## src/hw/core_cfg_pkg.sv

```systemverilog
// core config: sizes, depths and credit counts of the sparse convolution core
package core_cfg_pkg;

    // ============================================================
    // datapath
    // ============================================================
    localparam int DATA_WIDTH     = 8;
    localparam int BLOCK_DEPTH    = 4;
    localparam int NUM_PE         = 4;
    localparam int PSUM_WIDTH     = 20;
    localparam int PE_IDX_WIDTH   = 2;

    // ============================================================
    // buffering and credit links
    // ============================================================
    localparam int GBF_DEPTH      = 16;
    localparam int GBF_ADDR_WIDTH = 4;
    // queue depth equals the initial credit count on both links
    localparam int PE_CREDITS     = 2;
    // wide enough to hold 0 .. PE_CREDITS
    localparam int CREDIT_WIDTH   = 2;

endpackage
```

## src/hw/core_types_pkg.sv

```systemverilog
// core types: packed payloads passed between buffer, elements and collector
package core_types_pkg;

    import core_cfg_pkg::*;

    // one signed activation or weight
    typedef logic signed [DATA_WIDTH-1:0] data_t;

    // one partial sum
    typedef logic signed [PSUM_WIDTH-1:0] psum_t;

    // flagged activation block, one buffer word
    typedef struct packed {
        logic [BLOCK_DEPTH-1:0]  flag;
        data_t [BLOCK_DEPTH-1:0] act;
    } act_blk_t;

    // weight load broadcast, taken by the element whose index matches
    typedef struct packed {
        logic                    en;
        logic [PE_IDX_WIDTH-1:0] pe_idx;
        data_t [BLOCK_DEPTH-1:0] wei;
    } wei_load_t;

    // tagged result toward the output port
    typedef struct packed {
        logic [PE_IDX_WIDTH-1:0] pe_idx;
        psum_t                   psum;
    } result_t;

endpackage

```

## src/hw/sparse_core_top.sv

```systemverilog
// sparse core top: buffer, dispatcher, element array and collector
module sparse_core_top (
    input  logic                      clk,
    input  logic                      rst_n,
    input  logic                      act_wr_en,
    input  core_types_pkg::act_blk_t  act_wr,
    output logic                      act_full,
    input  core_types_pkg::wei_load_t wei_load,
    output logic                      out_valid,
    input  logic                      out_ready,
    output core_types_pkg::result_t   out_res
);

    import core_cfg_pkg::*;
    import core_types_pkg::*;

    logic               gbf_empty;
    logic               gbf_rd_en;
    act_blk_t           gbf_rd_blk;
    logic               blk_valid;
    act_blk_t           blk;
    logic [NUM_PE-1:0]  act_credit;
    logic [NUM_PE-1:0]  res_credit;
    logic [NUM_PE-1:0]  psum_valid;
    psum_t [NUM_PE-1:0] psum;

    act_gbf i_gbf (
        .clk    (clk),
        .rst_n  (rst_n),
        .wr_en  (act_wr_en),
        .wr_blk (act_wr),
        .full   (act_full),
        .rd_en  (gbf_rd_en),
        .rd_blk (gbf_rd_blk),
        .empty  (gbf_empty)
    );

    act_dispatch i_dispatch (
        .clk        (clk),
        .rst_n      (rst_n),
        .gbf_empty  (gbf_empty),
        .rd_en      (gbf_rd_en),
        .rd_blk     (gbf_rd_blk),
        .act_credit (act_credit),
        .blk_valid  (blk_valid),
        .blk        (blk)
    );

    // ============================================================
    // element array
    // ============================================================
    for (genvar i = 0; i < NUM_PE; i++) begin : g_pe
        sparse_pe #(
            .PE_IDX (i)
        ) i_pe (
            .clk        (clk),
            .rst_n      (rst_n),
            .wei_load   (wei_load),
            .blk_valid  (blk_valid),
            .blk        (blk),
            .act_credit (act_credit[i]),
            .res_credit (res_credit[i]),
            .psum_valid (psum_valid[i]),
            .psum       (psum[i])
        );
    end

    psum_collect i_collect (
        .clk        (clk),
        .rst_n      (rst_n),
        .psum_valid (psum_valid),
        .psum       (psum),
        .res_credit (res_credit),
        .out_valid  (out_valid),
        .out_ready  (out_ready),
        .out_res    (out_res)
    );

endmodule

```

## src/hw/psum_collect.sv

```systemverilog
// partial-sum collector: per-element queues drained in element order
module psum_collect (
    input  logic                                         clk,
    input  logic                                         rst_n,
    input  logic [core_cfg_pkg::NUM_PE-1:0]              psum_valid,
    input  core_types_pkg::psum_t [core_cfg_pkg::NUM_PE-1:0] psum,
    output logic [core_cfg_pkg::NUM_PE-1:0]              res_credit,
    output logic                                         out_valid,
    input  logic                                         out_ready,
    output core_types_pkg::result_t                      out_res
);

    import core_cfg_pkg::*;
    import core_types_pkg::*;

    logic [PE_IDX_WIDTH-1:0] ptr;
    psum_t [NUM_PE-1:0]      q_item;
    logic  [NUM_PE-1:0]      q_not_empty;
    logic  [NUM_PE-1:0]      q_pop;
    logic                    accept;

    // ============================================================
    // one queue per element
    // ============================================================
    for (genvar i = 0; i < NUM_PE; i++) begin : g_queue
        assign q_pop[i] = accept && (ptr == PE_IDX_WIDTH'(i));

        credit_fifo #(
            .item_t (psum_t),
            .DEPTH  (PE_CREDITS)
        ) i_fifo (
            .clk       (clk),
            .rst_n     (rst_n),
            .push      (psum_valid[i]),
            .push_item (psum[i]),
            .pop       (q_pop[i]),
            .pop_item  (q_item[i]),
            .not_empty (q_not_empty[i]),
            .credit    (res_credit[i])
        );
    end

    // output stays on the pointed queue until it is taken
    assign out_valid      = q_not_empty[ptr];
    assign out_res.pe_idx = ptr;
    assign out_res.psum   = q_item[ptr];
    assign accept         = out_valid && out_ready;

    always_ff @(posedge clk or negedge rst_n) begin
        if (!rst_n) begin
            ptr <= '0;
        end else if (accept) begin
            ptr <= (ptr == PE_IDX_WIDTH'(NUM_PE - 1)) ? '0 : ptr + 1'b1;
        end
    end

endmodule

```

## src/hw/sparse_pe.sv

```systemverilog
// sparse processing element: zero-skipping multiply-accumulate of a block
module sparse_pe #(
    parameter int PE_IDX = 0
) (
    input  logic                      clk,
    input  logic                      rst_n,
    input  core_types_pkg::wei_load_t wei_load,
    input  logic                      blk_valid,
    input  core_types_pkg::act_blk_t  blk,
    output logic                      act_credit,
    input  logic                      res_credit,
    output logic                      psum_valid,
    output core_types_pkg::psum_t     psum
);

    import core_cfg_pkg::*;
    import core_types_pkg::*;

    typedef enum logic [1:0] {
        S_IDLE,
        S_MAC,
        S_DONE
    } state_t;

    state_t                        state;
    data_t [BLOCK_DEPTH-1:0]       wei;
    data_t [BLOCK_DEPTH-1:0]       cur_act;
    logic  [BLOCK_DEPTH-1:0]       pend;
    logic  [BLOCK_DEPTH-1:0]       onehot;
    logic signed [2*DATA_WIDTH-1:0] prod;
    psum_t                         acc;
    logic  [CREDIT_WIDTH-1:0]      out_cnt;
    act_blk_t                      q_blk;
    logic                          q_not_empty;
    logic                          pop;
    logic                          last_lane;

    credit_fifo #(
        .item_t (act_blk_t),
        .DEPTH  (PE_CREDITS)
    ) i_fifo (
        .clk       (clk),
        .rst_n     (rst_n),
        .push      (blk_valid),
        .push_item (blk),
        .pop       (pop),
        .pop_item  (q_blk),
        .not_empty (q_not_empty),
        .credit    (act_credit)
    );

    always_ff @(posedge clk) begin
        if (wei_load.en && (wei_load.pe_idx == PE_IDX_WIDTH'(PE_IDX))) begin
            wei <= wei_load.wei;
        end
    end

    // ============================================================
    // lane walk
    // ============================================================
    // lowest pending lane first
    always_comb begin
        onehot = pend & (~pend + 1'b1);
        prod   = '0;
        for (int i = 0; i < BLOCK_DEPTH; i++) begin
            if (onehot[i]) begin
                prod = cur_act[i] * wei[i];
            end
        end
    end

    assign last_lane  = ((pend & ~onehot) == '0);
    assign psum_valid = (state == S_DONE) && (out_cnt != '0);
    assign psum       = acc;
    // next block can start in the same cycle the finished sum leaves
    assign pop        = ((state == S_IDLE) || psum_valid) && q_not_empty;

    always_ff @(posedge clk) begin
        if (pop) begin
            cur_act <= q_blk.act;
            acc     <= '0;
        end else if (state == S_MAC) begin
            acc <= acc + psum_t'(prod);
        end
    end

    always_ff @(posedge clk or negedge rst_n) begin
        if (!rst_n) begin
            state <= S_IDLE;
            pend  <= '0;
        end else if (pop) begin
            state <= S_MAC;
            pend  <= q_blk.flag;
        end else if (psum_valid) begin
            state <= S_IDLE;
        end else if (state == S_MAC) begin
            pend <= pend & ~onehot;
            // an all-zero block still spends one cycle here
            if (last_lane) begin
                state <= S_DONE;
            end
        end
    end

    // credits toward the collector queue
    always_ff @(posedge clk or negedge rst_n) begin
        if (!rst_n) begin
            out_cnt <= CREDIT_WIDTH'(PE_CREDITS);
        end else begin
            case ({psum_valid, res_credit})
                2'b10:   out_cnt <= out_cnt - 1'b1;
                2'b01:   out_cnt <= out_cnt + 1'b1;
                default: out_cnt <= out_cnt;
            endcase
        end
    end

endmodule

```

## src/hw/act_dispatch.sv

```systemverilog
// activation dispatcher: credit-gated buffer reads broadcast to every element
module act_dispatch (
    input  logic                             clk,
    input  logic                             rst_n,
    input  logic                             gbf_empty,
    output logic                             rd_en,
    input  core_types_pkg::act_blk_t         rd_blk,
    input  logic [core_cfg_pkg::NUM_PE-1:0]  act_credit,
    output logic                             blk_valid,
    output core_types_pkg::act_blk_t         blk
);

    import core_cfg_pkg::*;
    import core_types_pkg::*;

    logic [CREDIT_WIDTH-1:0] cnt [NUM_PE];
    logic                    all_credit;

    // every element must have room before a block leaves the buffer
    always_comb begin
        all_credit = 1'b1;
        for (int i = 0; i < NUM_PE; i++) begin
            if (cnt[i] == '0) begin
                all_credit = 1'b0;
            end
        end
    end

    assign rd_en = !gbf_empty && all_credit;

    // buffer data lands one cycle after rd_en, lined up with blk_valid
    assign blk = rd_blk;

    always_ff @(posedge clk or negedge rst_n) begin
        if (!rst_n) begin
            blk_valid <= 1'b0;
        end else begin
            blk_valid <= rd_en;
        end
    end

    // ============================================================
    // per-element credit counters
    // ============================================================
    always_ff @(posedge clk or negedge rst_n) begin
        if (!rst_n) begin
            for (int i = 0; i < NUM_PE; i++) begin
                cnt[i] <= CREDIT_WIDTH'(PE_CREDITS);
            end
        end else begin
            for (int i = 0; i < NUM_PE; i++) begin
                case ({rd_en, act_credit[i]})
                    2'b10:   cnt[i] <= cnt[i] - 1'b1;
                    2'b01:   cnt[i] <= cnt[i] + 1'b1;
                    default: cnt[i] <= cnt[i];
                endcase
            end
        end
    end

endmodule

```

## src/hw/act_gbf.sv

```systemverilog
// activation global buffer: circular block store with occupancy and registered read
module act_gbf (
    input  logic                     clk,
    input  logic                     rst_n,
    input  logic                     wr_en,
    input  core_types_pkg::act_blk_t wr_blk,
    output logic                     full,
    input  logic                     rd_en,
    output core_types_pkg::act_blk_t rd_blk,
    output logic                     empty
);

    import core_cfg_pkg::*;
    import core_types_pkg::*;

    act_blk_t                  mem [GBF_DEPTH];
    logic [GBF_ADDR_WIDTH-1:0] wr_ptr;
    logic [GBF_ADDR_WIDTH-1:0] rd_ptr;
    logic [GBF_ADDR_WIDTH:0]   count;
    logic                      wr_ok;
    logic                      rd_ok;

    // writes while full are dropped
    assign wr_ok = wr_en && !full;
    assign rd_ok = rd_en && !empty;
    assign full  = (count == (GBF_ADDR_WIDTH + 1)'(GBF_DEPTH));
    assign empty = (count == '0);

    // ============================================================
    // storage and read port
    // ============================================================
    always_ff @(posedge clk) begin
        if (wr_ok) begin
            mem[wr_ptr] <= wr_blk;
        end
        if (rd_ok) begin
            rd_blk <= mem[rd_ptr];
        end
    end

    // pointers wrap on their own, depth is a power of two
    always_ff @(posedge clk or negedge rst_n) begin
        if (!rst_n) begin
            wr_ptr <= '0;
            rd_ptr <= '0;
            count  <= '0;
        end else begin
            if (wr_ok) begin
                wr_ptr <= wr_ptr + 1'b1;
            end
            if (rd_ok) begin
                rd_ptr <= rd_ptr + 1'b1;
            end
            if (wr_ok && !rd_ok) begin
                count <= count + 1'b1;
            end else if (rd_ok && !wr_ok) begin
                count <= count - 1'b1;
            end
        end
    end

endmodule

```

## src/hw/credit_fifo.sv

```systemverilog
// credit fifo: small register queue that returns one credit per pop
module credit_fifo #(
    parameter type item_t = logic,
    parameter int  DEPTH  = 2
) (
    input  logic  clk,
    input  logic  rst_n,
    input  logic  push,
    input  item_t push_item,
    input  logic  pop,
    output item_t pop_item,
    output logic  not_empty,
    output logic  credit
);

    localparam int PTR_W = $clog2(DEPTH);
    localparam int CNT_W = $clog2(DEPTH + 1);

    item_t            mem [DEPTH];
    logic [PTR_W-1:0] wr_ptr;
    logic [PTR_W-1:0] rd_ptr;
    logic [CNT_W-1:0] count;
    logic             do_pop;

    // no full check, the sender never pushes without a credit
    assign do_pop    = pop && not_empty;
    assign not_empty = (count != '0);
    assign pop_item  = mem[rd_ptr];
    assign credit    = do_pop;

    always_ff @(posedge clk) begin
        if (push) begin
            mem[wr_ptr] <= push_item;
        end
    end

    always_ff @(posedge clk or negedge rst_n) begin
        if (!rst_n) begin
            wr_ptr <= '0;
            rd_ptr <= '0;
            count  <= '0;
        end else begin
            if (push) begin
                wr_ptr <= (wr_ptr == PTR_W'(DEPTH - 1)) ? '0 : wr_ptr + 1'b1;
            end
            if (do_pop) begin
                rd_ptr <= (rd_ptr == PTR_W'(DEPTH - 1)) ? '0 : rd_ptr + 1'b1;
            end
            if (push && !do_pop) begin
                count <= count + 1'b1;
            end else if (do_pop && !push) begin
                count <= count - 1'b1;
            end
        end
    end

endmodule

```

## config.mk

```make
export PLATFORM = sky130hd
export DESIGN_NAME = sparse_core_top
export DESIGN_NICKNAME = d
export VERILOG_FILES = /design/src/hw/core_cfg_pkg.sv /design/src/hw/core_types_pkg.sv /design/src/hw/sparse_core_top.sv /design/src/hw/psum_collect.sv /design/src/hw/sparse_pe.sv /design/src/hw/act_dispatch.sv /design/src/hw/act_gbf.sv /design/src/hw/credit_fifo.sv
export SDC_FILE = /design/constraint.sdc
export NUM_CORES = 2
export LEC_CHECK = 0
export BUFFER_PORTS_ARGS = -buffer_cell sky130_fd_sc_hd__buf_2
export CORE_MARGIN = 1.5
export CORE_UTILIZATION = 45
export DETAILED_ROUTE_END_ITERATION = 16
export HOLD_SLACK_MARGIN = 0.15
export SLEW_MARGIN = 20
export SYNTH_ARGS = -nofsm -noshare
export SYNTH_HDL_FRONTEND = slang
export SYNTH_HIERARCHICAL = 1
export SYNTH_SLANG_ARGS = --single-unit
```

## constraint.sdc

```tcl
create_clock -name clk -period 9.19 [get_ports clk]
set_input_delay 1.3785 -clock clk [delete_from_list [all_inputs] [get_ports clk]]
set_output_delay 1.3785 -clock clk [all_outputs]
set_load 0.03 [all_outputs]
```

==> flow_summary.json <==
{
  "status": "complete, no violations",
  "final.setup_skew_ns": 0.0365,
  "intPower_uw": 13400,
  "critPathMaxFanout": 8,
  "cts_tree": "yes",
  "dieHeight_um": 473,
  "r2r_cells": 29,
  "tightest_slew_ns": 1.13,
  "hp-class": "in2async",
  "vias": 59705,
  "clock_power_share_pct": 34.7,
  "setup_violations": 0,
  "r2r_slack_ns": 1.90,
  "max_slew_margin_pct": 24.8,
  "synth_top_flop_cell": "edfxtp_1",
  "area_growth_pct": 9.25,
  "drc": 0,
  "ys_types": 103,
  "ir_worst_vdd_mv": 0.240,
  "drtAntennaViolNets": 0,
  "min_period_over_period_pct": 79.3,
  "layout_min_cycle_time_ns": 7.29,
  "post-dp-hpwl_mm": 194,
  "overflow": 0,
  "cp-start-kind": "flop",
  "yosysWarnings": 6,
  "cts.path.max_buffers": 3,
  "cts-buffers-inserted": 163,
  "mostFrequentLayoutCells": "edfxtp_1 (1,316), inv_1 (1,267), fa_1 (885), and2_1 (650), ha_1 (577)",
  "p_leak_uw": 0.0451,
  "cp.depth": 29,
  "grt_pass1_vias": 61704,
  "critical_path_class": "reg2reg",
  "final_cells": 11151,
  "fmax_mhz": 137,
  "seq_power_share_pct": 40.1,
  "critical-path-slowest-cell": "a22oi_1",
  "routedWlPerCell_um": 23.4,
  "nNetsFinal": 9584,
  "reg2reg_to": "g_pe[2].i_pe/psum[19]$_SDFFE_PP0P_",
  "synth_edf_count": 1316,
  "vias_per_cell": 5.35,
  "place_ws_ns": 2.02,
  "hold_viol_final": 0,
  "rsz0062_at_grt": "false",
  "clkSlewWorstSetupHoldPaths_ns": 0.06,
  "maxCapViolations": 0,
  "port_buffers": 98,
  "post_cts_resized": 0,
  "worst_slack_ns": 1.90,
  "drtPass1Iterations": 6,
  "fin_setup_tns_ns": 0,
  "place_congestion": 0.920,
  "p_comb_share_pct": 25.2,
  "clock_latency_ns": 0.83,
  "path_buf_inv": 3,
  "start_util_pct": 45.3,
  "row_count": 172,
  "ys_ff_latch": 1484,
  "htree_levels": 4,
  "ios": 99,
  "track_usage_pct": 23.5,
  "async_flop_share_pct": 5.93,
  "drt_wl_total_mm": 261,
  "grt_pass1_wl_mm": 392,
  "core-area_um2": 220000,
  "p_sw_uw": 5940,
  "die_x_um": 473,
  "drive_above_1_share_pct": 10.4,
  "yosysSeqAreaShare_pct": 43.5,
  "pwr_density_cell_nw_per_um2": 178,
  "cp-end-kind": "flop",
  "post-place-cells": 10840,
  "grt_max_degree": 79,
  "cts_setup_buffers": 0,
  "finalMaxSlewViolations": 0,
  "cts_hold_buf": 0,
  "crit_top_cell": "ha_1",
  "critPathArrivalTime_ns": 7.97,
  "cts_root_buf": "clkbuf_16",
  "die_area_um2": 224000,
  "antenna_found_initial": 42,
  "r2r_start": "g_pe[2].i_pe/wei[8]$_DFFE_PP_",
  "clkSinkCount": 1484,
  "syn_area_um2": 99600,
  "crit_required_ns": 9.87,
  "syn_avg_cell_area_um2": 12.6,
  "synth.net_count": 9432,
  "swShare_pct": 30.7,
  "cpPeakStageDelay_ns": 0.53,
  "layout_commonest_cell": "edfxtp_1",
  "syn_inst": 7895,
  "path_delay_family": "compound AO/OA/AOI/OAI gates",
  "drt_iter0_markers": 4474
}
power by group through the flow:
stage               Clock [uW]  Sequential, uW  Combinational [uW]
floorplan                    0            7840                3310
global placement             0            7880                4810
detailed placement           0            7890                4870
CTS                       6830            7750                4920
global route              7100            7770                5410
finish                    6700            7750                4870
through the flow:
step	hold WS, ns	total power, uW	util [%]	area [um^2]
3_3_place_gp	0.443	12700	47.0	103000
5_1_grt	0.405	20300	49.5	109000
4_1_cts	0.369	19500	49.5	109000
3_5_place_dp	0.452	12800	47.0	103000
6_report	0.425	19300	49.5	109000
2_1_floorplan	0.426	11200	-	99600
state kept, by name, summed over array words and instances (netlist names), 2 cells and up:
| signal | cells |
|---|---|
| g_pe.i_pe/cur_act | 128 |
| i_collect/ptr | 2 |
| i_collect/g_queue.i_fifo/count | 8 |
| i_gbf/rd_ptr | 4 |
| g_pe.i_pe/psum | 80 |
| i_gbf/rd_blk | 36 |
| g_pe.i_pe/state | 8 |
| g_pe.i_pe/i_fifo/wr_ptr | 4 |
| i_collect/g_queue.i_fifo/wr_ptr | 4 |
| g_pe.i_pe/wei | 128 |
| g_pe.i_pe/out_cnt | 8 |
| g_pe.i_pe/i_fifo/mem | 288 |
| i_gbf/wr_ptr | 4 |
| g_pe.i_pe/i_fifo/count | 8 |
| i_dispatch/cnt | 8 |
| g_pe.i_pe/pend | 16 |
| i_collect/g_queue.i_fifo/rd_ptr | 4 |
| i_gbf/mem | 576 |
| g_pe.i_pe/i_fifo/rd_ptr | 4 |
| i_gbf/count | 5 |
| i_collect/g_queue.i_fifo/mem | 160 |
how the worst max path moves through the flow:
stage	startpoint	to	slack [ns]
floorplan	g_pe[0].i_pe/wei[23]$_DFFE_PP_	g_pe[0].i_pe/psum[19]$_SDFFE_PP0P_	2.67
global placement	g_pe[2].i_pe/wei[10]$_DFFE_PP_	g_pe[2].i_pe/psum[19]$_SDFFE_PP0P_	2.06
detailed placement	g_pe[3].i_pe/cur_act[30]$_DFFE_PP_	g_pe[3].i_pe/psum[19]$_SDFFE_PP0P_	2.02
CTS	g_pe[3].i_pe/wei[25]$_DFFE_PP_	g_pe[3].i_pe/psum[19]$_SDFFE_PP0P_	1.95
global route	g_pe[3].i_pe/cur_act[13]$_DFFE_PP_	g_pe[3].i_pe/psum[19]$_SDFFE_PP0P_	1.50
finish	g_pe[2].i_pe/wei[8]$_DFFE_PP_	g_pe[2].i_pe/psum[19]$_SDFFE_PP0P_	1.90
cells by family (layout without fill, tap and decap cells):
kind of cell	after synthesis	count (layout)	share of synthesized area [%]
other cells	0	10	0
xor+xnor	369	369	3.24
compound gates	923	923	6.40
fa+ha+maj	1466	1466	25.1
flops	1484	1484	43.5
simple gates	1720	1720	8.95
mux	484	484	6.77
buf+inv	1449	1737	6.07
area by class of cell:
| type | instances | area [um^2] |
|---|---|---|
| Timing Repair Buffer | 165 | 1010 |
| Inverter | 1271 | 4770 |
| Multi-Input combinational cell | 4962 | 50500 |
| Antenna cell | 10 | 25.0 |
| Clock buffer | 200 | 4370 |
| Tap cell | 2958 | 3700 |
| Clock inverter | 101 | 1140 |
| Fill cell | 19256 | 111000 |
| Sequential cell | 1484 | 43400 |
cell usage after synthesis, drive strengths merged, types with 114 or more instances:
library cell / count / share of area, %
inv: 1270 / 4.8
edfxtp: 1316 / 40
xor2: 129 / 1.1
ha: 577 / 7.2
xnor2: 240 / 2.1
nand2: 511 / 2.0
o21ai: 221 / 1.1
mux2i: 161 / 1.6
nor2: 223 / 0.84
and2: 655 / 4.1
a21oi: 158 / 0.81
mux2: 231 / 3.0
buf: 114 / 1.0
fa: 885 / 18
routing by layer:
layer,track usage (%),vias up,routed length (um)
li1,-,27103,-
met1,31.1,30586,111000
met2,39.2,1573,125000
met3,3.74,411,14400
met4,8.23,32,9480
met5,0,-,180
(Power assumes the default switching activity.)
